<file path="src/source/rob_pkg.sv">
/*
 * rob_pkg
 * shared widths, depths and the entry kind for the retirement back end
 * (rename map, reorder buffer, retire unit)
 */

package rob_pkg;

    ////////////////////////////////////////////////////////////
    // register file geometry
    ////////////////////////////////////////////////////////////
    localparam int arch_bits = 5;   // architectural register number
    localparam int phys_bits = 6;   // physical register number
    localparam int num_arch  = 32;
    localparam int num_phys  = 64;

    ////////////////////////////////////////////////////////////
    // reorder buffer geometry
    ////////////////////////////////////////////////////////////
    localparam int rob_depth = 16;
    localparam int tag_bits  = 4;   // rob index, also the completion tag
    localparam int data_bits = 32;  // result values and pc

    // what an entry does at retirement
    typedef enum logic {
        kind_alu   = 1'b0,  // writes the arf, frees its old phys reg
        kind_store = 1'b1   // only flagged at commit
    } entry_kind_t;

endpackage

</file>
<file path="src/source/rename_map.sv">
/*
 * rename_map
 * speculative map from architectural to physical registers, plus the
 * circular FIFO free list. a non-store dispatch pops one register and
 * remaps its destination; retired registers come back in slot order
 */

`timescale 1ns/100ps

module rename_map (
    input  logic                          clk,
    input  logic                          rstn,
    input  logic                          dispatch_valid,
    input  logic                          dispatch_is_store,
    input  logic [rob_pkg::arch_bits-1:0] dispatch_arch_dest,
    input  logic                          accept,
    input  logic                          free_valid_0,
    input  logic                          free_valid_1,
    input  logic [rob_pkg::phys_bits-1:0] free_phys_0,
    input  logic [rob_pkg::phys_bits-1:0] free_phys_1,
    output logic [rob_pkg::phys_bits-1:0] alloc_phys,
    output logic [rob_pkg::phys_bits-1:0] old_phys
);

    logic [rob_pkg::phys_bits-1:0] map_table [rob_pkg::num_arch];
    logic [rob_pkg::phys_bits-1:0] free_list [rob_pkg::num_phys];
    logic [rob_pkg::phys_bits-1:0] fl_head;   // wraps at num_phys
    logic [rob_pkg::phys_bits-1:0] fl_tail;
    logic                          alloc_en;
    logic [rob_pkg::phys_bits-1:0] push_1_idx;

    assign alloc_en = dispatch_valid && accept && !dispatch_is_store;

    // head of the fifo and the current mapping, seen in the dispatch cycle
    assign alloc_phys = free_list[fl_head];
    assign old_phys   = map_table[dispatch_arch_dest];

    // slot 1 lands behind slot 0 only when slot 0 also pushes
    assign push_1_idx = free_valid_0 ? fl_tail + 1'b1 : fl_tail;

    ////////////////////////////////////////////////////////////
    // map table
    ////////////////////////////////////////////////////////////
    always_ff @(posedge clk or negedge rstn) begin
        if (!rstn) begin
            for (int r = 0; r < rob_pkg::num_arch; r++) begin
                map_table[r] <= rob_pkg::phys_bits'(r);   // identity map
            end
        end else if (alloc_en) begin
            map_table[dispatch_arch_dest] <= alloc_phys;
        end
    end

    ////////////////////////////////////////////////////////////
    // free list
    ////////////////////////////////////////////////////////////
    always_ff @(posedge clk or negedge rstn) begin
        if (!rstn) begin
            // slots 0..31 get regs 32..63, the upper half is never read yet
            for (int i = 0; i < rob_pkg::num_phys; i++) begin
                free_list[i] <= rob_pkg::phys_bits'(i + rob_pkg::num_arch);
            end
            fl_head <= '0;
            fl_tail <= rob_pkg::phys_bits'(rob_pkg::num_arch);
        end else begin
            if (alloc_en) begin
                fl_head <= fl_head + 1'b1;
            end
            if (free_valid_0) begin
                free_list[fl_tail] <= free_phys_0;
            end
            if (free_valid_1) begin
                free_list[push_1_idx] <= free_phys_1;
            end
            case ({free_valid_1, free_valid_0})
                2'b01, 2'b10: fl_tail <= fl_tail + 1'b1;
                2'b11:        fl_tail <= fl_tail + 2'd2;
                default:      fl_tail <= fl_tail;
            endcase
        end
    end

endmodule

</file>
<file path="src/source/reorder_buffer.sv">
/*
 * reorder_buffer
 * 16 entry circular ROB. allocates in program order, marks entries
 * complete by tag from two completion ports, and retires up to the two
 * oldest complete entries per cycle. stall is raised while it is full
 */

`timescale 1ns/100ps

module reorder_buffer (
    input  logic                          clk,
    input  logic                          rstn,
    input  logic                          dispatch_valid,
    input  logic                          dispatch_is_store,
    input  logic [rob_pkg::arch_bits-1:0] dispatch_arch_dest,
    input  logic [rob_pkg::data_bits-1:0] dispatch_pc,
    input  logic [rob_pkg::phys_bits-1:0] alloc_phys,
    input  logic [rob_pkg::phys_bits-1:0] old_phys,
    input  logic                          complete_valid_0,
    input  logic                          complete_valid_1,
    input  logic [rob_pkg::tag_bits-1:0]  complete_tag_0,
    input  logic [rob_pkg::tag_bits-1:0]  complete_tag_1,
    input  logic [rob_pkg::data_bits-1:0] complete_data_0,
    input  logic [rob_pkg::data_bits-1:0] complete_data_1,
    output logic                          accept,
    output logic                          stall,
    output logic [rob_pkg::tag_bits-1:0]  dispatch_tag,
    output logic                          retire_valid_0,
    output logic                          retire_valid_1,
    output logic [rob_pkg::arch_bits-1:0] retire_arch_0,
    output logic [rob_pkg::arch_bits-1:0] retire_arch_1,
    output logic [rob_pkg::phys_bits-1:0] retire_old_phys_0,
    output logic [rob_pkg::phys_bits-1:0] retire_old_phys_1,
    output logic [rob_pkg::data_bits-1:0] retire_value_0,
    output logic [rob_pkg::data_bits-1:0] retire_value_1,
    output logic [rob_pkg::data_bits-1:0] retire_pc_0,
    output logic [rob_pkg::data_bits-1:0] retire_pc_1,
    output rob_pkg::entry_kind_t          retire_kind_0,
    output rob_pkg::entry_kind_t          retire_kind_1
);

    // entry state, control bits carry reset
    logic                          ent_valid    [rob_pkg::rob_depth];
    logic                          ent_complete [rob_pkg::rob_depth];
    // entry payload
    rob_pkg::entry_kind_t          ent_kind     [rob_pkg::rob_depth];
    logic [rob_pkg::arch_bits-1:0] ent_arch     [rob_pkg::rob_depth];
    logic [rob_pkg::phys_bits-1:0] ent_phys     [rob_pkg::rob_depth];
    logic [rob_pkg::phys_bits-1:0] ent_old_phys [rob_pkg::rob_depth];
    logic [rob_pkg::data_bits-1:0] ent_value    [rob_pkg::rob_depth];
    logic [rob_pkg::data_bits-1:0] ent_pc       [rob_pkg::rob_depth];

    logic [rob_pkg::tag_bits-1:0]  head;
    logic [rob_pkg::tag_bits-1:0]  head_nxt;
    logic [rob_pkg::tag_bits-1:0]  tail;
    logic [rob_pkg::tag_bits:0]    count;      // 0..16
    logic                          full;
    logic [1:0]                    n_retire;

    ////////////////////////////////////////////////////////////
    // occupancy and dispatch
    ////////////////////////////////////////////////////////////
    assign full         = (count == (rob_pkg::tag_bits + 1)'(rob_pkg::rob_depth));
    assign stall        = full;
    assign accept       = dispatch_valid && !full;
    assign dispatch_tag = tail;

    ////////////////////////////////////////////////////////////
    // in-order retirement, head first then head+1
    ////////////////////////////////////////////////////////////
    assign head_nxt       = head + 1'b1;
    assign retire_valid_0 = ent_valid[head] && ent_complete[head];
    assign retire_valid_1 = retire_valid_0 && ent_valid[head_nxt] && ent_complete[head_nxt];
    assign n_retire       = {1'b0, retire_valid_0} + {1'b0, retire_valid_1};

    assign retire_arch_0     = ent_arch[head];
    assign retire_old_phys_0 = ent_old_phys[head];
    assign retire_value_0    = ent_value[head];
    assign retire_pc_0       = ent_pc[head];
    assign retire_kind_0     = ent_kind[head];

    assign retire_arch_1     = ent_arch[head_nxt];
    assign retire_old_phys_1 = ent_old_phys[head_nxt];
    assign retire_value_1    = ent_value[head_nxt];
    assign retire_pc_1       = ent_pc[head_nxt];
    assign retire_kind_1     = ent_kind[head_nxt];

    // pointers, count and per-entry flags
    always_ff @(posedge clk or negedge rstn) begin
        if (!rstn) begin
            head  <= '0;
            tail  <= '0;
            count <= '0;
            for (int i = 0; i < rob_pkg::rob_depth; i++) begin
                ent_valid[i]    <= 1'b0;
                ent_complete[i] <= 1'b0;
            end
        end else begin
            if (retire_valid_0) ent_valid[head]     <= 1'b0;
            if (retire_valid_1) ent_valid[head_nxt] <= 1'b0;

            if (complete_valid_0) ent_complete[complete_tag_0] <= 1'b1;
            if (complete_valid_1) ent_complete[complete_tag_1] <= 1'b1;

            if (accept) begin
                ent_valid[tail]    <= 1'b1;
                ent_complete[tail] <= 1'b0;   // tail slot is never the one completing
                tail               <= tail + 1'b1;
            end

            head  <= head + rob_pkg::tag_bits'(n_retire);
            count <= count + (rob_pkg::tag_bits + 1)'(accept)
                           - (rob_pkg::tag_bits + 1)'(n_retire);
        end
    end

    // payload, no reset
    always_ff @(posedge clk) begin
        if (accept) begin
            ent_kind[tail]     <= dispatch_is_store ? rob_pkg::kind_store : rob_pkg::kind_alu;
            ent_arch[tail]     <= dispatch_arch_dest;
            ent_phys[tail]     <= alloc_phys;   // don't care for stores
            ent_old_phys[tail] <= old_phys;
            ent_pc[tail]       <= dispatch_pc;
        end
        if (complete_valid_0) ent_value[complete_tag_0] <= complete_data_0;
        if (complete_valid_1) ent_value[complete_tag_1] <= complete_data_1;
    end

endmodule

</file>
<file path="src/source/retire_unit.sv">
/*
 * retire_unit
 * architectural register file write for retiring ALU entries, registered
 * commit report for both slots, and the return of replaced physical
 * registers to the free list
 */

`timescale 1ns/100ps

module retire_unit (
    input  logic                          clk,
    input  logic                          rstn,
    input  logic                          retire_valid_0,
    input  logic                          retire_valid_1,
    input  logic [rob_pkg::arch_bits-1:0] retire_arch_0,
    input  logic [rob_pkg::arch_bits-1:0] retire_arch_1,
    input  logic [rob_pkg::phys_bits-1:0] retire_old_phys_0,
    input  logic [rob_pkg::phys_bits-1:0] retire_old_phys_1,
    input  logic [rob_pkg::data_bits-1:0] retire_value_0,
    input  logic [rob_pkg::data_bits-1:0] retire_value_1,
    input  logic [rob_pkg::data_bits-1:0] retire_pc_0,
    input  logic [rob_pkg::data_bits-1:0] retire_pc_1,
    input  rob_pkg::entry_kind_t          retire_kind_0,
    input  rob_pkg::entry_kind_t          retire_kind_1,
    output logic                          free_valid_0,
    output logic                          free_valid_1,
    output logic [rob_pkg::phys_bits-1:0] free_phys_0,
    output logic [rob_pkg::phys_bits-1:0] free_phys_1,
    output logic                          commit_valid_0,
    output logic                          commit_valid_1,
    output logic [rob_pkg::arch_bits-1:0] commit_arch_0,
    output logic [rob_pkg::arch_bits-1:0] commit_arch_1,
    output logic [rob_pkg::data_bits-1:0] commit_value_0,
    output logic [rob_pkg::data_bits-1:0] commit_value_1,
    output logic [rob_pkg::data_bits-1:0] commit_pc_0,
    output logic [rob_pkg::data_bits-1:0] commit_pc_1,
    output logic                          commit_is_store_0,
    output logic                          commit_is_store_1
);

    logic [rob_pkg::data_bits-1:0] arf [rob_pkg::num_arch];

    // only ALU retirements give a register back
    assign free_valid_0 = retire_valid_0 && (retire_kind_0 == rob_pkg::kind_alu);
    assign free_valid_1 = retire_valid_1 && (retire_kind_1 == rob_pkg::kind_alu);
    assign free_phys_0  = retire_old_phys_0;
    assign free_phys_1  = retire_old_phys_1;

    always_ff @(posedge clk or negedge rstn) begin
        if (!rstn) begin
            for (int r = 0; r < rob_pkg::num_arch; r++) begin
                arf[r] <= '0;
            end
            commit_valid_0 <= 1'b0;
            commit_valid_1 <= 1'b0;
        end else begin
            if (free_valid_0) arf[retire_arch_0] <= retire_value_0;
            if (free_valid_1) arf[retire_arch_1] <= retire_value_1;   // younger wins
            commit_valid_0 <= retire_valid_0;
            commit_valid_1 <= retire_valid_1;
        end
    end

    ////////////////////////////////////////////////////////////
    // commit report payload
    ////////////////////////////////////////////////////////////
    always_ff @(posedge clk) begin
        commit_arch_0     <= retire_arch_0;
        commit_arch_1     <= retire_arch_1;
        commit_value_0    <= retire_value_0;
        commit_value_1    <= retire_value_1;
        commit_pc_0       <= retire_pc_0;
        commit_pc_1       <= retire_pc_1;
        commit_is_store_0 <= (retire_kind_0 == rob_pkg::kind_store);
        commit_is_store_1 <= (retire_kind_1 == rob_pkg::kind_store);
    end

endmodule

</file>
<file path="src/source/rob_top.sv">
/*
 * rob_top
 * retirement back end: rename map in front, reorder buffer in the
 * middle, retire unit at the commit side
 */

`timescale 1ns/100ps

module rob_top (
    input  logic                          clk,
    input  logic                          rstn,
    // dispatch
    input  logic                          dispatch_valid,
    input  logic [rob_pkg::arch_bits-1:0] dispatch_arch_dest,
    input  logic [rob_pkg::data_bits-1:0] dispatch_pc,
    input  logic                          dispatch_is_store,
    output logic [rob_pkg::tag_bits-1:0]  dispatch_tag,
    output logic [rob_pkg::phys_bits-1:0] dispatch_phys_dest,
    output logic                          stall,
    // completion
    input  logic                          complete_valid_0,
    input  logic                          complete_valid_1,
    input  logic [rob_pkg::tag_bits-1:0]  complete_tag_0,
    input  logic [rob_pkg::tag_bits-1:0]  complete_tag_1,
    input  logic [rob_pkg::data_bits-1:0] complete_data_0,
    input  logic [rob_pkg::data_bits-1:0] complete_data_1,
    // commit
    output logic                          commit_valid_0,
    output logic                          commit_valid_1,
    output logic [rob_pkg::arch_bits-1:0] commit_arch_0,
    output logic [rob_pkg::arch_bits-1:0] commit_arch_1,
    output logic [rob_pkg::data_bits-1:0] commit_value_0,
    output logic [rob_pkg::data_bits-1:0] commit_value_1,
    output logic [rob_pkg::data_bits-1:0] commit_pc_0,
    output logic [rob_pkg::data_bits-1:0] commit_pc_1,
    output logic                          commit_is_store_0,
    output logic                          commit_is_store_1
);

    logic                          accept;
    logic [rob_pkg::phys_bits-1:0] alloc_phys, old_phys;
    logic                          free_valid_0, free_valid_1;
    logic [rob_pkg::phys_bits-1:0] free_phys_0, free_phys_1;
    logic                          retire_valid_0, retire_valid_1;
    logic [rob_pkg::arch_bits-1:0] retire_arch_0, retire_arch_1;
    logic [rob_pkg::phys_bits-1:0] retire_old_phys_0, retire_old_phys_1;
    logic [rob_pkg::data_bits-1:0] retire_value_0, retire_value_1;
    logic [rob_pkg::data_bits-1:0] retire_pc_0, retire_pc_1;
    rob_pkg::entry_kind_t          retire_kind_0, retire_kind_1;

    assign dispatch_phys_dest = alloc_phys;   // head of the free list

    // all connections match by name
    rename_map     u_rename  (.*);
    reorder_buffer u_rob     (.*);
    retire_unit    u_retire  (.*);

endmodule

</file>
<file path="config.mk">
export PLATFORM = sky130hd
export DESIGN_NAME = rob_top
export DESIGN_NICKNAME = d
export VERILOG_FILES = /design/src/source/rob_pkg.sv /design/src/source/rename_map.sv /design/src/source/reorder_buffer.sv /design/src/source/retire_unit.sv /design/src/source/rob_top.sv
export SDC_FILE = /design/constraint.sdc
export NUM_CORES = 2
export LEC_CHECK = 0
export ABC_CLOCK_PERIOD_IN_PS = 12750
export BUFFER_PORTS_ARGS = -buffer_cell sky130_fd_sc_hd__buf_2
export CAP_MARGIN = 5
export CORE_ASPECT_RATIO = 1.4
export CORE_MARGIN = 1
export CORE_UTILIZATION = 41
export CTS_CLUSTER_DIAMETER = 60
export DETAILED_ROUTE_END_ITERATION = 7
export PLACE_DENSITY = 0.62
export SLEW_MARGIN = 20
export SYNTH_ARGS = -nofsm -noshare
export SYNTH_HDL_FRONTEND = slang
export SYNTH_SLANG_ARGS = --single-unit
</file>
<file path="constraint.sdc">
create_clock -name clk -period 12.75 [get_ports clk]
set_clock_uncertainty 0.15 [all_clocks]
set_input_delay 1.9125 -clock clk [delete_from_list [all_inputs] [get_ports clk]]
set_output_delay 1.9125 -clock clk [all_outputs]
set_load 0.005 [all_outputs]
</file>
; Yosys cells after proc, flatten, opt, wreduce, memory -nomap -nowiden
; Memories as Yosys holds them, arrays and structs flattened. A register that Yosys moved wholly into a read port is not among the register bits.
; Index checks and enable logic that the tools add are counted.
[classes]
n_eq_ne = 4
n_reduce_logical = 20
magnitude_cmp = 17
muxes = 54
n_addsub = 9
bitwise_logic = 20
[op_table]
columns = op, count
row1 = $bwmux W384, 2
row2 = $mux W384, 2
row3 = $bwmux W192, 1
row4 = $mux W16, 6
row5 = $demux W6 S6, 2
row6 = $and A16 B16 Y16, 3
row7 = $mux W6, 8
row8 = $not A16 Y16, 3
row9 = $or A16 B16 Y16, 3
row10 = $bmux W6 S6, 1
row11 = $bmux W6 S5, 1
row12 = $demux W6 S5, 1
row13 = $ge A5 B5 Y1 const B, 5
row14 = $lt A5 B1 Y1 const B, 5
row15 = $not A4 Y5, 5
row16 = $ge A7 B7 Y1 const B, 3
row17 = $not A6 Y7, 3
row18 = $demux W1 S4, 5
row19 = $mux W1, 20
row20 = $bmux W1 S4, 4
row21 = $logic_and A1 B1 Y1, 16
row22 = $lt A7 B1 Y1 const B, 2
row23 = $add A6 B1 Y6 const B, 2
row24 = $pmux W6 S2, 1
row25 = other kinds (16), 20
[word_totals]
register_bits = 637
ramBits = 1216
mem_count = 5
output_inout_bits = 153
[mem_list]
columns = name, depth, width, rd, rd_clocked_by_memory_dff, wr, line_no
row1 = u_rob.ent_pc, 16, 32, 2, 2, 1, reorder_buffer.sv:51  ; logic [rob_pkg::data_bits-1:0] ent_pc [rob_pkg::rob_depth];
row2 = u_rob.ent_value, 16, 32, 2, 2, 2, reorder_buffer.sv:50  ; logic [rob_pkg::data_bits-1:0] ent_value [rob_pkg::rob_depth];
row3 = u_rob.ent_old_phys, 16, 6, 2, 0, 1, reorder_buffer.sv:49  ; logic [rob_pkg::phys_bits-1:0] ent_old_phys [rob_pkg::rob_depth];
row4 = u_rob.ent_arch, 16, 5, 2, 2, 1, reorder_buffer.sv:47  ; logic [rob_pkg::arch_bits-1:0] ent_arch [rob_pkg::rob_depth];
row5 = u_rob.ent_kind, 16, 1, 2, 0, 1, reorder_buffer.sv:46  ; rob_pkg::entry_kind_t ent_kind [rob_pkg::rob_depth];

; Longest topological paths before layout
[logic_depth]
ltp_word = 14
mapped_depth = 29
mapped_depth_nobuf = 19

; Cells and area by module
; From an unflattened synthesis, not the netlist that was laid out.
[hier_totals]
hier_cells = 6121
area_unflattened_um2 = 97811.3
[modules_own_cells]
columns = module, instances, area_per_inst_um2, cells_per_inst
row1 = reorder_buffer, 1, 63646.0, 3100
row2 = rename_map, 1, 31194.9, 2865
row3 = retire_unit, 1, 2970.3, 156

; Least setup slack after synthesis
; Ideal clock, no wire load.
[synth_path]
kind = input-to-reg
startpoint = input port dispatch_valid
endpoint = memory u_rob.ent_arch[1][0] (netlist name), enable pin
path_buffers = 1
t_arrival_ps = 5732
path_slack_ps = 6363
stages = 4
setup_ps = 505
cell_sequence = nor2b_1 clkbuf_1 nand2_1 nor3_1
[synth_between]
elab_chain_len = 3
[synth_rtl]
columns = item, line_no
row1 = "start, declared", rob_top.sv:13  ; input logic dispatch_valid,
row2 = $logic_and A1 B1 Y1, reorder_buffer.sv:65  ; assign accept = dispatch_valid && !full;
row3 = net accept, rob_top.sv:40  ; logic accept;
row4 = $mux W1, reorder_buffer.sv:119  ; if (accept) begin
row5 = $mux W1 (not written as such), reorder_buffer.sv:121  ; ent_arch[tail] <= dispatch_arch_dest;
row6 = "end, declared", reorder_buffer.sv:47
; The timed path passes the listed nets, and every way through them passes these cells.

; Worst setup path in the final report
[layout_path]
startpoint = register u_rename.fl_head[1] (netlist name)
endpoint = output port dispatch_phys_dest[5] (netlist name)
[layout_between]
elab_chain_len = 4
[layout_rtl]
columns = item, line_no
row1 = "start, declared", rename_map.sv:27  ; logic [rob_pkg::phys_bits-1:0] fl_head;
row2 = "start signal, assigned", rename_map.sv:67  ; fl_head <= fl_head + 1'b1;
row3 = $not A6 Y7 (not written as such), rename_map.sv:35  ; assign alloc_phys = free_list[fl_head];
row4 = $bmux W6 S6, rename_map.sv:35
row5 = $mux W6 (not written as such) (2 in series), rename_map.sv:35
row6 = "end, declared", rob_top.sv:18  ; output logic [rob_pkg::phys_bits-1:0] dispatch_phys_dest,
; No other way between the ends. The select of a mux whose other input is x is not followed.

==> results.sh <==
export IMPL_syn_to_final_growth_pct=12.1
export IMPL_fin_total_pwr_mw=25.8
export IMPL_min_path_type="reg -> reg"
export IMPL_placed_area_um2=103000
export IMPL_nNetsFinal=5825
export IMPL_tns_ns=0
export IMPL_vias=55900
export IMPL_synthDistinctLibCells=75
export IMPL_synth_most_common_cell="edfxtp_1"
export IMPL_synthArstFlopShare=0.319
export IMPL_die_y_um=582
export IMPL_power_frac_clock=0.247
export IMPL_syn_inst=5589
export IMPL_start_util=0.413
export IMPL_synth_area_top_cells="edfxtp_1 37%, mux4_2 21%, dfrtp_1 9.2%"
export IMPL_yosysTopAreaCellShare=0.370
export IMPL_rr_worst_depth=11
export IMPL_ir_worst_vdd_v=0.000340
export IMPL_io_buffers=267
export IMPL_final_hold_viol_count=0
export IMPL_max_freq_ghz=0.145
export IMPL_drc_errors=0
export IMPL_via_per_inst=6.23
export IMPL_netlist_top_cells_count="1,216 x edfxtp_1, 928 x mux4_2, 771 x mux2i_1, 707 x mux2_2, 402 x clkbuf_1"
export IMPL_die_w_um=416
export IMPL_drtIter0Drc=4996
export IMPL_grt_max_degree=150
export IMPL_num_rows=212
export IMPL_yosys_most_used_dff="edfxtp_1"
export IMPL_postCtsSetupBuffers=0
export IMPL_antenna_found_initial=46
export IMPL_path_class="reg -> out"
export IMPL_fin_util=0.463
export IMPL_cts_tree="built"
export IMPL_track_usage=0.234
export IMPL_worstPathRequired_ns=10.69
export IMPL_power_frac_comb=0.418
export IMPL_wl_per_cell_um=31.9
export IMPL_maxSlewViolCount=0
export IMPL_cts_buffer_depth=4
export IMPL_instances_no_fill=8965
export IMPL_ant_nets=0
export IMPL_path_max_fanout=52
export IMPL_cp_end_kind="output pin"
export IMPL_cp_start_kind="register"
export IMPL_wirelength_um=286000
export IMPL_final_area_um2=110000
export IMPL_firstDrtPassIters=5
export IMPL_cts_buffers=212
export IMPL_clock_latency_ns=0.89
export IMPL_grt_pass1_wl_um=418000
export IMPL_p_sw_mw=9.47
export IMPL_cts_sinks=1991
export IMPL_placeableCoreArea_um2=239000
export IMPL_finalSetupViolCount=0
export IMPL_post_dp_hpwl_um=165000
export IMPL_root_buffer="clkbuf_16"
export IMPL_drive_gt1_frac=0.476
export IMPL_maxCapViolCount=0
export IMPL_ys_ff_latch=1991
export IMPL_dp_cells=8570
export IMPL_yosysTopAreaCell="edfxtp_1"
export IMPL_p_seq_frac=0.335
export IMPL_synth_edf_count=1216
export IMPL_nFillCells=20200
export IMPL_finalCritPeriodShare=0.542
export IMPL_cts_htree_levels=4
export IMPL_yosysWarnings=0
export IMPL_relSlewSlack=0.159
export IMPL_syn_nets=5732
export IMPL_place_congestion=0.838
export IMPL_grt_pass1_vias=59400
export IMPL_fin_crit_ns=6.91
export IMPL_status="complete, no violations"
export IMPL_avgSynthCellArea_um2=17.6
export IMPL_clk_pin_slew_ns=0.06
export IMPL_fp_dieArea_um2=242000
export IMPL_timing_worst_slew_pin_value_ns=1.26
export IMPL_arrival_ns=4.85
export IMPL_overflow=0
export IMPL_whs_path_depth=1
export IMPL_syn_area_um2=98600
export IMPL_cts_resized=0
export IMPL_hold_buffers=0
export IMPL_rsz0062_at_grt="false"
export IMPL_num_io_pins=268
export IMPL_synth_seq_area_share=0.563
export IMPL_p_leak_nw=40.5
export IMPL_intPower_mw=16.3
export IMPL_swShare=0.367
export IMPL_p_per_area_nw_per_um2=233
==> metrics by stage <==
stage	hold WS [ns]	setup slack (ns)
6_report	0.351	5.84
5_1_grt	0.362	5.71
4_1_cts	0.355	5.78
3_5_place_dp	0.342	6.00
3_3_place_gp	0.332	6.03
2_1_floorplan	0.313	6.36
==> power by group through the flow <==
stage	Sequential (mW)	Clock (mW)	Combinational [mW]
3_5_place_dp	8.75	0	10.9
4_1_cts	8.63	6.51	10.9
2_1_floorplan	8.29	0	7.63
6_report	8.64	6.37	10.8
3_3_place_gp	8.72	0	10.8
5_1_grt	8.72	6.74	11.4
==> registers in the layout, indices dropped and copies added, names as in the netlist, 6 cells and up <==
signal,cells
u_rob.ent_old_phys,96
u_rob.ent_pc,512
u_rename.fl_head,6
u_retire.commit_value_0,32
u_rename.map_table,192
u_retire.commit_pc_1,32
u_rob.ent_value,512
u_rob.ent_kind,16
u_rob.ent_arch,80
u_retire.commit_value_1,32
u_rob.ent_complete,16
u_retire.commit_pc_0,32
u_rename.fl_tail,6
u_rename.free_list,384
u_rob.ent_valid,16
==> worst paths after layout <==
check                                             from                       to  slack [ns]
worst max register to register           u_rob.head[1]   u_rename.free_list[36]        6.20
max in group asynchronous                         rstn  u_rename.map_table[133]        8.97
worst max-delay path               u_rename.fl_head[1]    dispatch_phys_dest[5]        5.84
worst min register to register  u_rename.map_table[54]   u_rename.map_table[54]        0.35
min in group asynchronous                         rstn  u_rename.free_list[382]        0.96
worst min-delay path            u_rename.map_table[54]   u_rename.map_table[54]        0.35
==> critical path: stages, from the launching register on <==
cell and delay [ns]:
dfrtp_4 0.97, buf_4 0.74, mux4_2 0.63, mux4_2 0.58, mux4_2 0.49, buf_4 0.25
buf_2 0.20
==> cell usage in the layout (no fill, tap or decap), types with 31 or more instances in the layout <==
master     netlist  routed
clkbuf_16        0     213
edfxtp_1      1216    1216
clkinv_2         0      48
clkbuf_1       402      31
mux4_2         928     928
nand3_1         41      41
dfstp_2        273     273
buf_4            2     124
nor2_1          89      71
dfrtp_1        362     355
dfxtp_1        140     140
mux2_2         707     707
clkbuf_8         0      36
mux2i_1        771     771
nand2_1        153     146
buf_2           43     265
==> layer usage <==
| layer | vias up | global-route usage | share of wire |
|---|---|---|---|
| met3 | 542 | 0.0445 | 0.067 |
| met2 | 2128 | 0.406 | 0.51 |
| met1 | 30400 | 0.295 | 0.39 |
| li1 | 22800 | - | - |
| met5 | - | 0 | 0.00089 |
| met4 | 42 | 0.0757 | 0.033 |
==> cell families after synthesis <==
family	Yosys count	synth area share
muxes	2413	0.373
DFF	1991	0.563
buffers and inverters	547	0.0220
and+or+nand+nor	466	0.0273
AOI/OAI and AO/OA	121	0.00860
adders and majority gates	28	0.00371
xor gates and xnor gates	23	0.00212
==> final cells by class <==
cell class	count	area (µm²)	area share
clock inverters	105	1170	0.0106
repair buffers	396	2400	0.0217
flip-flops and latches	1991	55600	0.503
well taps	3103	3880	0.0351
clock buffers	281	5950	0.0538
diodes	8	20.0	0.000181
inverters	30	119	0.00108
multi-input cells	3051	41400	0.374
Note: power is estimated with default switching activity, not from simulation.
